--- config.mk ---
export PLATFORM = sky130hd
export DESIGN_NAME = hart_shell
export DESIGN_NICKNAME = d
export VERILOG_FILES = /design/src/hart_pkg.sv /design/src/hart_shell.sv /design/src/rf_pair.sv /design/src/rf_bank.sv /design/src/scramble_key_mgr.sv /design/src/core_status.sv
export SDC_FILE = /design/constraint.sdc
export NUM_CORES = 2
export LEC_CHECK = 0
export BUFFER_PORTS_ARGS = -buffer_cell sky130_fd_sc_hd__buf_2
export CORE_MARGIN = 10
export CORE_UTILIZATION = 60
export DETAILED_ROUTE_END_ITERATION = 8
export PLACE_DENSITY = 0.84
export SLEW_MARGIN = 20
export SYNTH_ARGS = -nofsm -noshare
export SYNTH_HDL_FRONTEND = slang
export SYNTH_SLANG_ARGS = --single-unit
--- constraint.sdc ---
create_clock -name clk_i -period 1.84 [get_ports clk_i]
set_input_delay 0.092 -clock clk_i [delete_from_list [all_inputs] [get_ports clk_i]]
set_output_delay 0.092 -clock clk_i [all_outputs]
set_load 0.1 [all_outputs]
--- src/hart_pkg.sv ---
/* Shared widths, scramble reset constants and enums
   for the hart shell, its status logic and register files */

`default_nettype none

package hart_pkg;

  // Register file geometry
  localparam int unsigned XLEN     = 32;
  localparam int unsigned NumRegs  = 32;
  localparam int unsigned RegAddrW = 5;

  // Scramble key and nonce
  localparam int unsigned ScrKeyW   = 128;
  localparam int unsigned ScrNonceW = 64;

  localparam logic [ScrKeyW-1:0]   RstScrKey   = 128'h0a3c_5f92_e417_b86d_2c90_71fe_d453_8b16;
  localparam logic [ScrNonceW-1:0] RstScrNonce = 64'h9e61_47b2_3dc8_05af;

  // Interrupts
  localparam int unsigned NumFastIrq = 15;

  // Key manager states
  typedef enum logic {
    KEY_READY   = 1'b0,
    KEY_REQUEST = 1'b1
  } key_state_e;

  // Bank addressed by a register file port
  typedef enum logic {
    RF_INT = 1'b0,
    RF_FP  = 1'b1
  } rf_sel_e;

endpackage

`default_nettype wire
--- src/hart_shell.sv ---
/* Top level of the hart shell: status and alerts,
   scramble key manager and the integer / FP register files */

`timescale 1ns/10ps
`default_nettype none

module hart_shell (
  input  logic                             clk_i,
  input  logic                             rst_ni,
  // Status and alerts
  input  logic                             core_busy_i,
  input  logic                             debug_req_i,
  input  logic                             irq_pending_i,
  input  logic                             irq_nm_i,
  input  logic                             core_alert_minor_i,
  input  logic                             core_alert_major_internal_i,
  input  logic                             core_alert_major_bus_i,
  output logic                             core_sleep_o,
  output logic                             alert_minor_o,
  output logic                             alert_major_internal_o,
  output logic                             alert_major_bus_o,
  // Scramble key
  input  logic                             icache_inval_i,
  input  logic                             scramble_key_valid_i,
  input  logic [hart_pkg::ScrKeyW-1:0]     scramble_key_i,
  input  logic [hart_pkg::ScrNonceW-1:0]   scramble_nonce_i,
  output logic                             scramble_req_o,
  output logic                             key_valid_o,
  output logic [hart_pkg::ScrKeyW-1:0]     scramble_key_o,
  output logic [hart_pkg::ScrNonceW-1:0]   scramble_nonce_o,
  // Register file port
  input  logic [hart_pkg::RegAddrW-1:0]    rf_raddr_a_i,
  input  logic [hart_pkg::RegAddrW-1:0]    rf_raddr_b_i,
  input  hart_pkg::rf_sel_e                rf_sel_a_i,
  input  hart_pkg::rf_sel_e                rf_sel_b_i,
  input  logic [hart_pkg::RegAddrW-1:0]    rf_waddr_i,
  input  hart_pkg::rf_sel_e                rf_wsel_i,
  input  logic                             rf_we_i,
  input  logic [hart_pkg::XLEN-1:0]        rf_wdata_i,
  output logic [hart_pkg::XLEN-1:0]        rf_rdata_a_o,
  output logic [hart_pkg::XLEN-1:0]        rf_rdata_b_o
);

  core_status status_inst (
    .clk_i                      (clk_i),
    .rst_ni                     (rst_ni),
    .core_busy_i                (core_busy_i),
    .debug_req_i                (debug_req_i),
    .irq_pending_i              (irq_pending_i),
    .irq_nm_i                   (irq_nm_i),
    .core_alert_minor_i         (core_alert_minor_i),
    .core_alert_major_internal_i(core_alert_major_internal_i),
    .core_alert_major_bus_i     (core_alert_major_bus_i),
    .core_sleep_o               (core_sleep_o),
    .alert_minor_o              (alert_minor_o),
    .alert_major_internal_o     (alert_major_internal_o),
    .alert_major_bus_o          (alert_major_bus_o)
  );

  scramble_key_mgr key_mgr_inst (
    .clk_i               (clk_i),
    .rst_ni              (rst_ni),
    .icache_inval_i      (icache_inval_i),
    .scramble_key_valid_i(scramble_key_valid_i),
    .scramble_key_i      (scramble_key_i),
    .scramble_nonce_i    (scramble_nonce_i),
    .scramble_req_o      (scramble_req_o),
    .key_valid_o         (key_valid_o),
    .scramble_key_o      (scramble_key_o),
    .scramble_nonce_o    (scramble_nonce_o)
  );

  rf_pair rf_inst (
    .clk_i       (clk_i),
    .rst_ni      (rst_ni),
    .rf_raddr_a_i(rf_raddr_a_i),
    .rf_raddr_b_i(rf_raddr_b_i),
    .rf_sel_a_i  (rf_sel_a_i),
    .rf_sel_b_i  (rf_sel_b_i),
    .rf_waddr_i  (rf_waddr_i),
    .rf_wsel_i   (rf_wsel_i),
    .rf_we_i     (rf_we_i),
    .rf_wdata_i  (rf_wdata_i),
    .rf_rdata_a_o(rf_rdata_a_o),
    .rf_rdata_b_o(rf_rdata_b_o)
  );

endmodule

`default_nettype wire

--- src/rf_pair.sv ---
/* Integer and floating-point register banks sharing one
   write port and two read ports through select strobes */

`timescale 1ns/10ps
`default_nettype none

module rf_pair (
  input  logic                          clk_i,
  input  logic                          rst_ni,
  input  logic [hart_pkg::RegAddrW-1:0] rf_raddr_a_i,
  input  logic [hart_pkg::RegAddrW-1:0] rf_raddr_b_i,
  input  hart_pkg::rf_sel_e             rf_sel_a_i,
  input  hart_pkg::rf_sel_e             rf_sel_b_i,
  input  logic [hart_pkg::RegAddrW-1:0] rf_waddr_i,
  input  hart_pkg::rf_sel_e             rf_wsel_i,
  input  logic                          rf_we_i,
  input  logic [hart_pkg::XLEN-1:0]     rf_wdata_i,
  output logic [hart_pkg::XLEN-1:0]     rf_rdata_a_o,
  output logic [hart_pkg::XLEN-1:0]     rf_rdata_b_o
);

  logic                      int_we, fp_we;
  logic [hart_pkg::XLEN-1:0] int_rdata_a, int_rdata_b;
  logic [hart_pkg::XLEN-1:0] fp_rdata_a, fp_rdata_b;

  assign int_we = rf_we_i & (rf_wsel_i == hart_pkg::RF_INT);
  assign fp_we  = rf_we_i & (rf_wsel_i == hart_pkg::RF_FP);

  // x0 is hard zero in the integer bank only
  rf_bank #(.ZeroReg(1'b1)) int_bank (
    .clk_i    (clk_i),
    .rst_ni   (rst_ni),
    .raddr_a_i(rf_raddr_a_i),
    .raddr_b_i(rf_raddr_b_i),
    .waddr_i  (rf_waddr_i),
    .we_i     (int_we),
    .wdata_i  (rf_wdata_i),
    .rdata_a_o(int_rdata_a),
    .rdata_b_o(int_rdata_b)
  );

  rf_bank #(.ZeroReg(1'b0)) fp_bank (
    .clk_i    (clk_i),
    .rst_ni   (rst_ni),
    .raddr_a_i(rf_raddr_a_i),
    .raddr_b_i(rf_raddr_b_i),
    .waddr_i  (rf_waddr_i),
    .we_i     (fp_we),
    .wdata_i  (rf_wdata_i),
    .rdata_a_o(fp_rdata_a),
    .rdata_b_o(fp_rdata_b)
  );

  assign rf_rdata_a_o = (rf_sel_a_i == hart_pkg::RF_FP) ? fp_rdata_a : int_rdata_a;
  assign rf_rdata_b_o = (rf_sel_b_i == hart_pkg::RF_FP) ? fp_rdata_b : int_rdata_b;

  wsel_known: assert property (@(posedge clk_i) disable iff (!rst_ni)
    rf_we_i |-> !$isunknown(rf_wsel_i));

endmodule

`default_nettype wire

--- src/rf_bank.sv ---
/* Flip-flop register bank, one write port, two combinational
   read ports and an optional hard-zero entry 0 */

`timescale 1ns/10ps
`default_nettype none

module rf_bank #(
  parameter bit ZeroReg = 1'b0
) (
  input  logic                          clk_i,
  input  logic                          rst_ni,
  input  logic [hart_pkg::RegAddrW-1:0] raddr_a_i,
  input  logic [hart_pkg::RegAddrW-1:0] raddr_b_i,
  input  logic [hart_pkg::RegAddrW-1:0] waddr_i,
  input  logic                          we_i,
  input  logic [hart_pkg::XLEN-1:0]     wdata_i,
  output logic [hart_pkg::XLEN-1:0]     rdata_a_o,
  output logic [hart_pkg::XLEN-1:0]     rdata_b_o
);

  logic [hart_pkg::XLEN-1:0] regs [hart_pkg::NumRegs];

  for (genvar i = 0; i < hart_pkg::NumRegs; i++) begin : gen_regs
    if (ZeroReg && i == 0) begin : gen_zero
      // Hard zero, no storage
      assign regs[i] = '0;
    end else begin : gen_flop
      logic                      we;
      logic [hart_pkg::XLEN-1:0] q;

      assign we = we_i && (waddr_i == hart_pkg::RegAddrW'(i));

      always_ff @(posedge clk_i or negedge rst_ni) begin
        if (!rst_ni) begin
          q <= '0;
        end else if (we) begin
          q <= wdata_i;
        end
      end

      assign regs[i] = q;
    end
  end

  // No write bypass, reads see the stored value only
  assign rdata_a_o = regs[raddr_a_i];
  assign rdata_b_o = regs[raddr_b_i];

endmodule

`default_nettype wire

--- src/scramble_key_mgr.sv ---
/* Scramble key and nonce registers with the
   key request / key valid state machine */

`timescale 1ns/10ps
`default_nettype none

module scramble_key_mgr (
  input  logic                             clk_i,
  input  logic                             rst_ni,
  input  logic                             icache_inval_i,
  input  logic                             scramble_key_valid_i,
  input  logic [hart_pkg::ScrKeyW-1:0]     scramble_key_i,
  input  logic [hart_pkg::ScrNonceW-1:0]   scramble_nonce_i,
  output logic                             scramble_req_o,
  output logic                             key_valid_o,
  output logic [hart_pkg::ScrKeyW-1:0]     scramble_key_o,
  output logic [hart_pkg::ScrNonceW-1:0]   scramble_nonce_o
);

  hart_pkg::key_state_e state_q, state_d;

  ////////////////////
  // State machine
  ////////////////////

  always_comb begin
    state_d = state_q;
    unique case (state_q)
      hart_pkg::KEY_READY: begin
        if (icache_inval_i) begin
          state_d = hart_pkg::KEY_REQUEST;
        end
      end
      hart_pkg::KEY_REQUEST: begin
        // Request held open until the new key shows up
        if (scramble_key_valid_i) begin
          state_d = hart_pkg::KEY_READY;
        end
      end
      default: state_d = hart_pkg::KEY_READY;
    endcase
  end

  always_ff @(posedge clk_i or negedge rst_ni) begin
    if (!rst_ni) begin
      state_q <= hart_pkg::KEY_READY;
    end else begin
      state_q <= state_d;
    end
  end

  assign scramble_req_o = (state_q == hart_pkg::KEY_REQUEST);
  assign key_valid_o    = (state_q == hart_pkg::KEY_READY);

  ////////////////////
  // Key and nonce
  ////////////////////

  always_ff @(posedge clk_i or negedge rst_ni) begin
    if (!rst_ni) begin
      scramble_key_o   <= hart_pkg::RstScrKey;
      scramble_nonce_o <= hart_pkg::RstScrNonce;
    end else if (scramble_key_valid_i) begin
      scramble_key_o   <= scramble_key_i;
      scramble_nonce_o <= scramble_nonce_i;
    end
  end

  req_valid_excl: assert property (@(posedge clk_i) disable iff (!rst_ni)
    !(scramble_req_o && key_valid_o));

  key_returns_ready: assert property (@(posedge clk_i) disable iff (!rst_ni)
    (scramble_req_o && scramble_key_valid_i) |=> key_valid_o);

endmodule

`default_nettype wire

--- src/core_status.sv ---
/* Busy register, sleep indicator and alert merging */

`timescale 1ns/10ps
`default_nettype none

module core_status (
  input  logic clk_i,
  input  logic rst_ni,
  input  logic core_busy_i,
  input  logic debug_req_i,
  input  logic irq_pending_i,
  input  logic irq_nm_i,
  input  logic core_alert_minor_i,
  input  logic core_alert_major_internal_i,
  input  logic core_alert_major_bus_i,
  output logic core_sleep_o,
  output logic alert_minor_o,
  output logic alert_major_internal_o,
  output logic alert_major_bus_o
);

  logic core_busy_q;
  logic wake;

  always_ff @(posedge clk_i or negedge rst_ni) begin
    if (!rst_ni) begin
      core_busy_q <= 1'b0;
    end else begin
      core_busy_q <= core_busy_i;
    end
  end

  // Wake sources act at once, busy one cycle late
  assign wake         = core_busy_q | debug_req_i | irq_pending_i | irq_nm_i;
  assign core_sleep_o = ~wake;

  assign alert_minor_o          = core_alert_minor_i;
  assign alert_major_internal_o = core_alert_major_internal_i;
  assign alert_major_bus_o      = core_alert_major_bus_i;

  nmi_wakes: assert property (@(posedge clk_i) disable iff (!rst_ni)
    irq_nm_i |-> !core_sleep_o);

endmodule

`default_nettype wire

==> results of run 1 <==
[cell families after synthesis]
logic type             Yosys count
flip-flops                    2210
multiplexers                  3474
AND/OR/NAND/NOR                405
AO/OA/AOI/OAI                  602
buffers and inverters          818
[per-stage QoR]
step | worst slack [ns] | setup TNS (ns) | cell area (um^2) | hold WS (ns) | std cells
2_1_floorplan | -0.151 | -2.51 | 116000 | -0.204 | 7509
3_3_place_gp | -0.704 | -185.98 | 131000 | 0.0418 | 10900
3_5_place_dp | -0.709 | -297.59 | 131000 | 0.0373 | 10900
4_1_cts | -1.07 | -62.63 | 147000 | -0.00628 | 11900
[what timing repair did]
action | CTS
pin swaps | 168
setup buffers | 49
hold buffers | 566
endpoints found under the hold margin | 3535
setup endpoints to repair | 179
gates resized for setup | 513
[per-layer routing]
| metal | global-route usage, % | GRT overflow |
|---|---|---|
| met1 | 65.0 | 61 |
| met2 | 80.4 | 184 |
| met3 | 58.8 | 42 |
| met4 | 58.7 | 116 |
| met5 | 42.1 | 1 |
==> results.yml, run 1 <==
global_routing:
  grt_max_degree: 128
  antenna_found_initial: 132
  grt_use_total_pct: 66.6
  overflow: 404
placed_design:
  port_buffers: 509
  place.detailed.hpwl_mm: 259
  gp_congestion: 0.959
logic_synthesis:
  yosysMostFrequentCell: "mux2_2"
  synth_compound_area_share_pct: 3.69
  netlist_top_cells_count: "mux2_2 (2,174), dfrtp_1 (2,115), mux4_2 (943)"
  synth.ff_latch_count: 2210
  synthCells: 7509
  synth_top_family_by_area: "multiplexers"
  synth-simple-area-share_pct: 1.56
  synthesis.nets: 7763
  ys.flop_type: "dfrtp_1"
  synthAdderAreaFrac_pct: 0
  muxShareOfSynthArea_pct: 43.0
  synth_top_area_share_pct: 46.1
  avgSynthCellArea_um2: 15.3
  ys_async_sr_fraction_pct: 100
  yosys.area.top_type: "dfrtp_1"
  synth_edf_count: 0
  ys_seq_area_share_pct: 48.3
  yosys_warnings: 0
  synth_area_leaders: "dfrtp_1 (46%), mux2_2 (21%), mux4_2 (19%)"
  syn-cell-area_mm2: 0.115
  synth_xor_area_share_pct: 0
  synth.distinct_cells: 54
outcome:
  status: "stopped before the end"
  toolErrorMsg: "[ERROR GRT-0232] Routing congestion too high. Check the congestion heatmap in the GUI."
  lastStage: "global routing"
timing:
  endpoint_type: "primary output"
  worst_endpoint: "rf_rdata_b_o[16]"
floorplanning:
  start_util_pct: 60.3
  die_y_um: 457
  io_pins: 516
  rows: 160
  die_x_um: 457
clock_tree:
  cts_buffers: 218
  cts_sinks: 2210
  h-tree-depth: 4
  clock_path_buffers: 3
  cts-root-buf: "clkbuf_16"
==> run 2, diff against run 1 <==
CORE_UTILIZATION = 40   (was 60)
PLACE_DENSITY = not set   (was 0.84)
PLACE_DENSITY_LB_ADDON = 0.15   (was not set)
==> results.yml, run 2 <==
outcome:
  status: "complete, but fails checks"
  violations: "setup timing"
clock_tree:
  insertion_delay_ns: 0.90
  clock_path_buffers: 4
  cts_sinks: 2210
  cts_buffers: 267
  h-tree-depth: 5
  cts-root-buf: "clkbuf_16"
  cts_tree: "done"
  cts.clk_slew.worst_paths_ns: 0.06
setup_path:
  reg2reg_depth: 2
  r2r_slack_ns: 0.40
  crit_path_max_fanout: 3
  crit_path_start: "rf_inst.fp_bank.gen_regs[18].gen_flop.q[4]$_DFFE_PN0P_"
  start_kind: "flop"
  timing.rr.start: "key_mgr_inst.scramble_key_o[89]$_DFFE_PN0P_"
  end_kind: "output pin"
  required_ns: 1.75
  reg2reg_to: "key_mgr_inst.scramble_key_o[89]$_DFFE_PN0P_"
  crit_arrival_ns: 2.81
  path_class: "reg -> out"
logic_synthesis:
  yosysMostFrequentCell: "mux2_2"
  synthAdderAreaFrac_pct: 0
  syn-cell-area_mm2: 0.115
  synth_compound_area_share_pct: 3.69
  synth_xor_area_share_pct: 0
  synthesis.nets: 7763
  synth.distinct_cells: 54
  synthCells: 7509
  synth_edf_count: 0
  yosys_warnings: 0
  synth.ff_latch_count: 2210
  ys.flop_type: "dfrtp_1"
  yosys.area.top_type: "dfrtp_1"
  synth-simple-area-share_pct: 1.56
  synth_area_leaders: "dfrtp_1 (46%), mux2_2 (21%), mux4_2 (19%)"
  synth_top_area_share_pct: 46.1
  avgSynthCellArea_um2: 15.3
  ys_seq_area_share_pct: 48.3
  synth_top_family_by_area: "multiplexers"
  muxShareOfSynthArea_pct: 43.0
  ys_async_sr_fraction_pct: 100
  netlist_top_cells_count: "mux2_2 (2,174), dfrtp_1 (2,115), mux4_2 (943)"
layout:
  fin_util_pct: 53.5
  final_layout_size_suffix_gt1_share_pct: 61.8
  layout.cells.most_common_list: "mux2_2 (2,173), dfrtp_1 (2,114), buf_4 (1,016)"
  fin_area_mm2: 0.153
  fillers: 23100
  reg_top3: "rf_inst.fp_bank.gen_regs.gen_flop.q x1024, rf_inst.int_bank.gen_regs.gen_flop.q x992, key_mgr_inst.scramble_key_o x128"
  fin_cells: 13400
  area_growth_pct: 33.2
  nets: 9708
  mostFrequentLayoutCell: "mux2_2"
  largest_reg_flops: 1024
  largest-register: "rf_inst.fp_bank.gen_regs.gen_flop.q"
timing:
  slew_violations: 0
  tns_ns: -62.16
  worst_pin_slew_ns: 1.12
  finClkSkew_ns: 0
  fmax_mhz: 344
  rsz0062_at_grt: "yes"
  finalHoldViolCount: 0
  timing.hold.ws_ns: 0.0457
  fin_crit_ns: 2.90
  setup_viol: 64
  relSlewSlack_pct: 25.4
  fin_ws_ns: -1.06
  layout_worst_path_cycle_share_pct: 158
global_routing:
  grt_use_total_pct: 27.4
  grt_pass1_vias: 87200
  grt_max_degree: 64
  antenna_found_initial: 18
  overflow: 0
  grt_pass1_wl_mm: 629
routing:
  detail_route.vias_per_cell: 6.04
  ant_nets: 0
  drc_errors: 0
  detail_route.wl_per_cell_um: 32.2
  wl_mm: 433
  drtIter0Drc: 7109
  drtPass1Iterations: 6
  vias: 81300
floorplanning:
  io_pins: 516
  die_x_um: 556
  die-area_mm2: 0.309
  core_mm2: 0.285
  rows: 196
  start_util_pct: 40.2
  die_y_um: 556
power:
  ir_worst_vdd_mv: 0.702
  internal_power_mw: 106
  p_total_mw: 150
  pwr-share-clk_pct: 36.9
  p_switching_mw: 43.7
  comb_power_share_pct: 23.1
  power_density_mw_per_mm2: 979
  p_seq_share_pct: 40.0
  power.share.switching_pct: 29.2
  p_leak_nw: 68.5
placed_design:
  dp.cells: 12300
  placed_cell_area_mm2: 0.134
  place.detailed.hpwl_mm: 288
  dp_slack_ns: -0.981
  gp_congestion: 0.868
  port_buffers: 509
run:
  cap_viol_max_count: 0
worst_hold_path:
  hold_depth: 3
  min_path_type: "in -> reg"
  holdCritStartpoint: "rf_wdata_i[18]"
  holdPathEnd: "rf_inst.int_bank.gen_regs[21].gen_flop.q[18]$_DFFE_PN0P_"
==> run 2: cell counts after synthesis <==
No cell type changed its count.
==> run 2: how the worst max path moves through the flow <==
stage | end | slack [ns] | depth (start not counted)
2_1_floorplan | rf_rdata_a_o[16] | -0.15 | 9
3_3_place_gp | rf_rdata_a_o[17] | -0.98 | 12
3_5_place_dp | rf_rdata_a_o[17] | -0.98 | 12
4_1_cts | rf_rdata_a_o[4] | -1.14 | 7
5_1_grt | rf_rdata_b_o[31] | -1.12 | 7
6_report | rf_rdata_b_o[4] | -1.06 | 5
==> run 2: worst max-delay path, cell delays in order, from the launching register on <==
cell     delay, ns
dfrtp_1       0.38
mux4_2        0.26
o22ai_1       0.08
nor3_1        0.65
o22a_4        0.33
buf_12        0.19
==> run 2: cell type report <==
class	count	area (um^2)	share of cell area [%]
Sequential cell	2210	55400	36.3
Tap cell	3762	4710	3.08
Clock buffer	409	8110	5.31
Clock inverter	70	991	0.648
Antenna cell	17	42.5	0.0278
Timing Repair Buffer	2492	24900	16.3
Multi-Input combinational cell	4481	58700	38.4
Inverter	2	13.8	0.00900
==> run 2: logic make-up (layout without fill, tap and decap cells) <==
| kind of cell | Yosys count | count (layout) |
|---|---|---|
| mux | 3474 | 3474 |
| simple gates | 405 | 405 |
| flops | 2210 | 2210 |
| other cells | 0 | 17 |
| compound gates | 602 | 602 |
| buf+inv | 818 | 2973 |
==> run 2: power groups by stage <==
stage          clock, mW  sequential [mW]  combinational, mW
3_5_place_dp           0             60.3               31.0
6_report            55.3             59.8               34.6
4_1_cts             56.3             59.5               34.0
5_1_grt             58.3             60.5               36.3
3_3_place_gp           0             59.9               30.5
2_1_floorplan          0             62.0               17.5
==> run 2: timing repair <==
action | 4_1_cts | 5_1_grt
endpoints found under the setup margin | 178 | 81
pin swaps | 169 | 69
resized for setup | 651 | 143
hold endpoints to repair | 3146 | 96
cloned | 0 | 0
setup buffers | 25 | 10
hold buffers | 609 | 2
==> run 2: layer usage <==
| metal | up-vias | wire length, um | global-route usage, % |
|---|---|---|---|
| li1 | 33000 | - | - |
| met1 | 44200 | 179000 | 36.9 |
| met2 | 3202 | 206000 | 44.3 |
| met3 | 912 | 29300 | 4.89 |
| met4 | 0 | 19300 | 10.7 |
| met5 | - | 0 | 0 |
(Power assumes the default switching activity.)
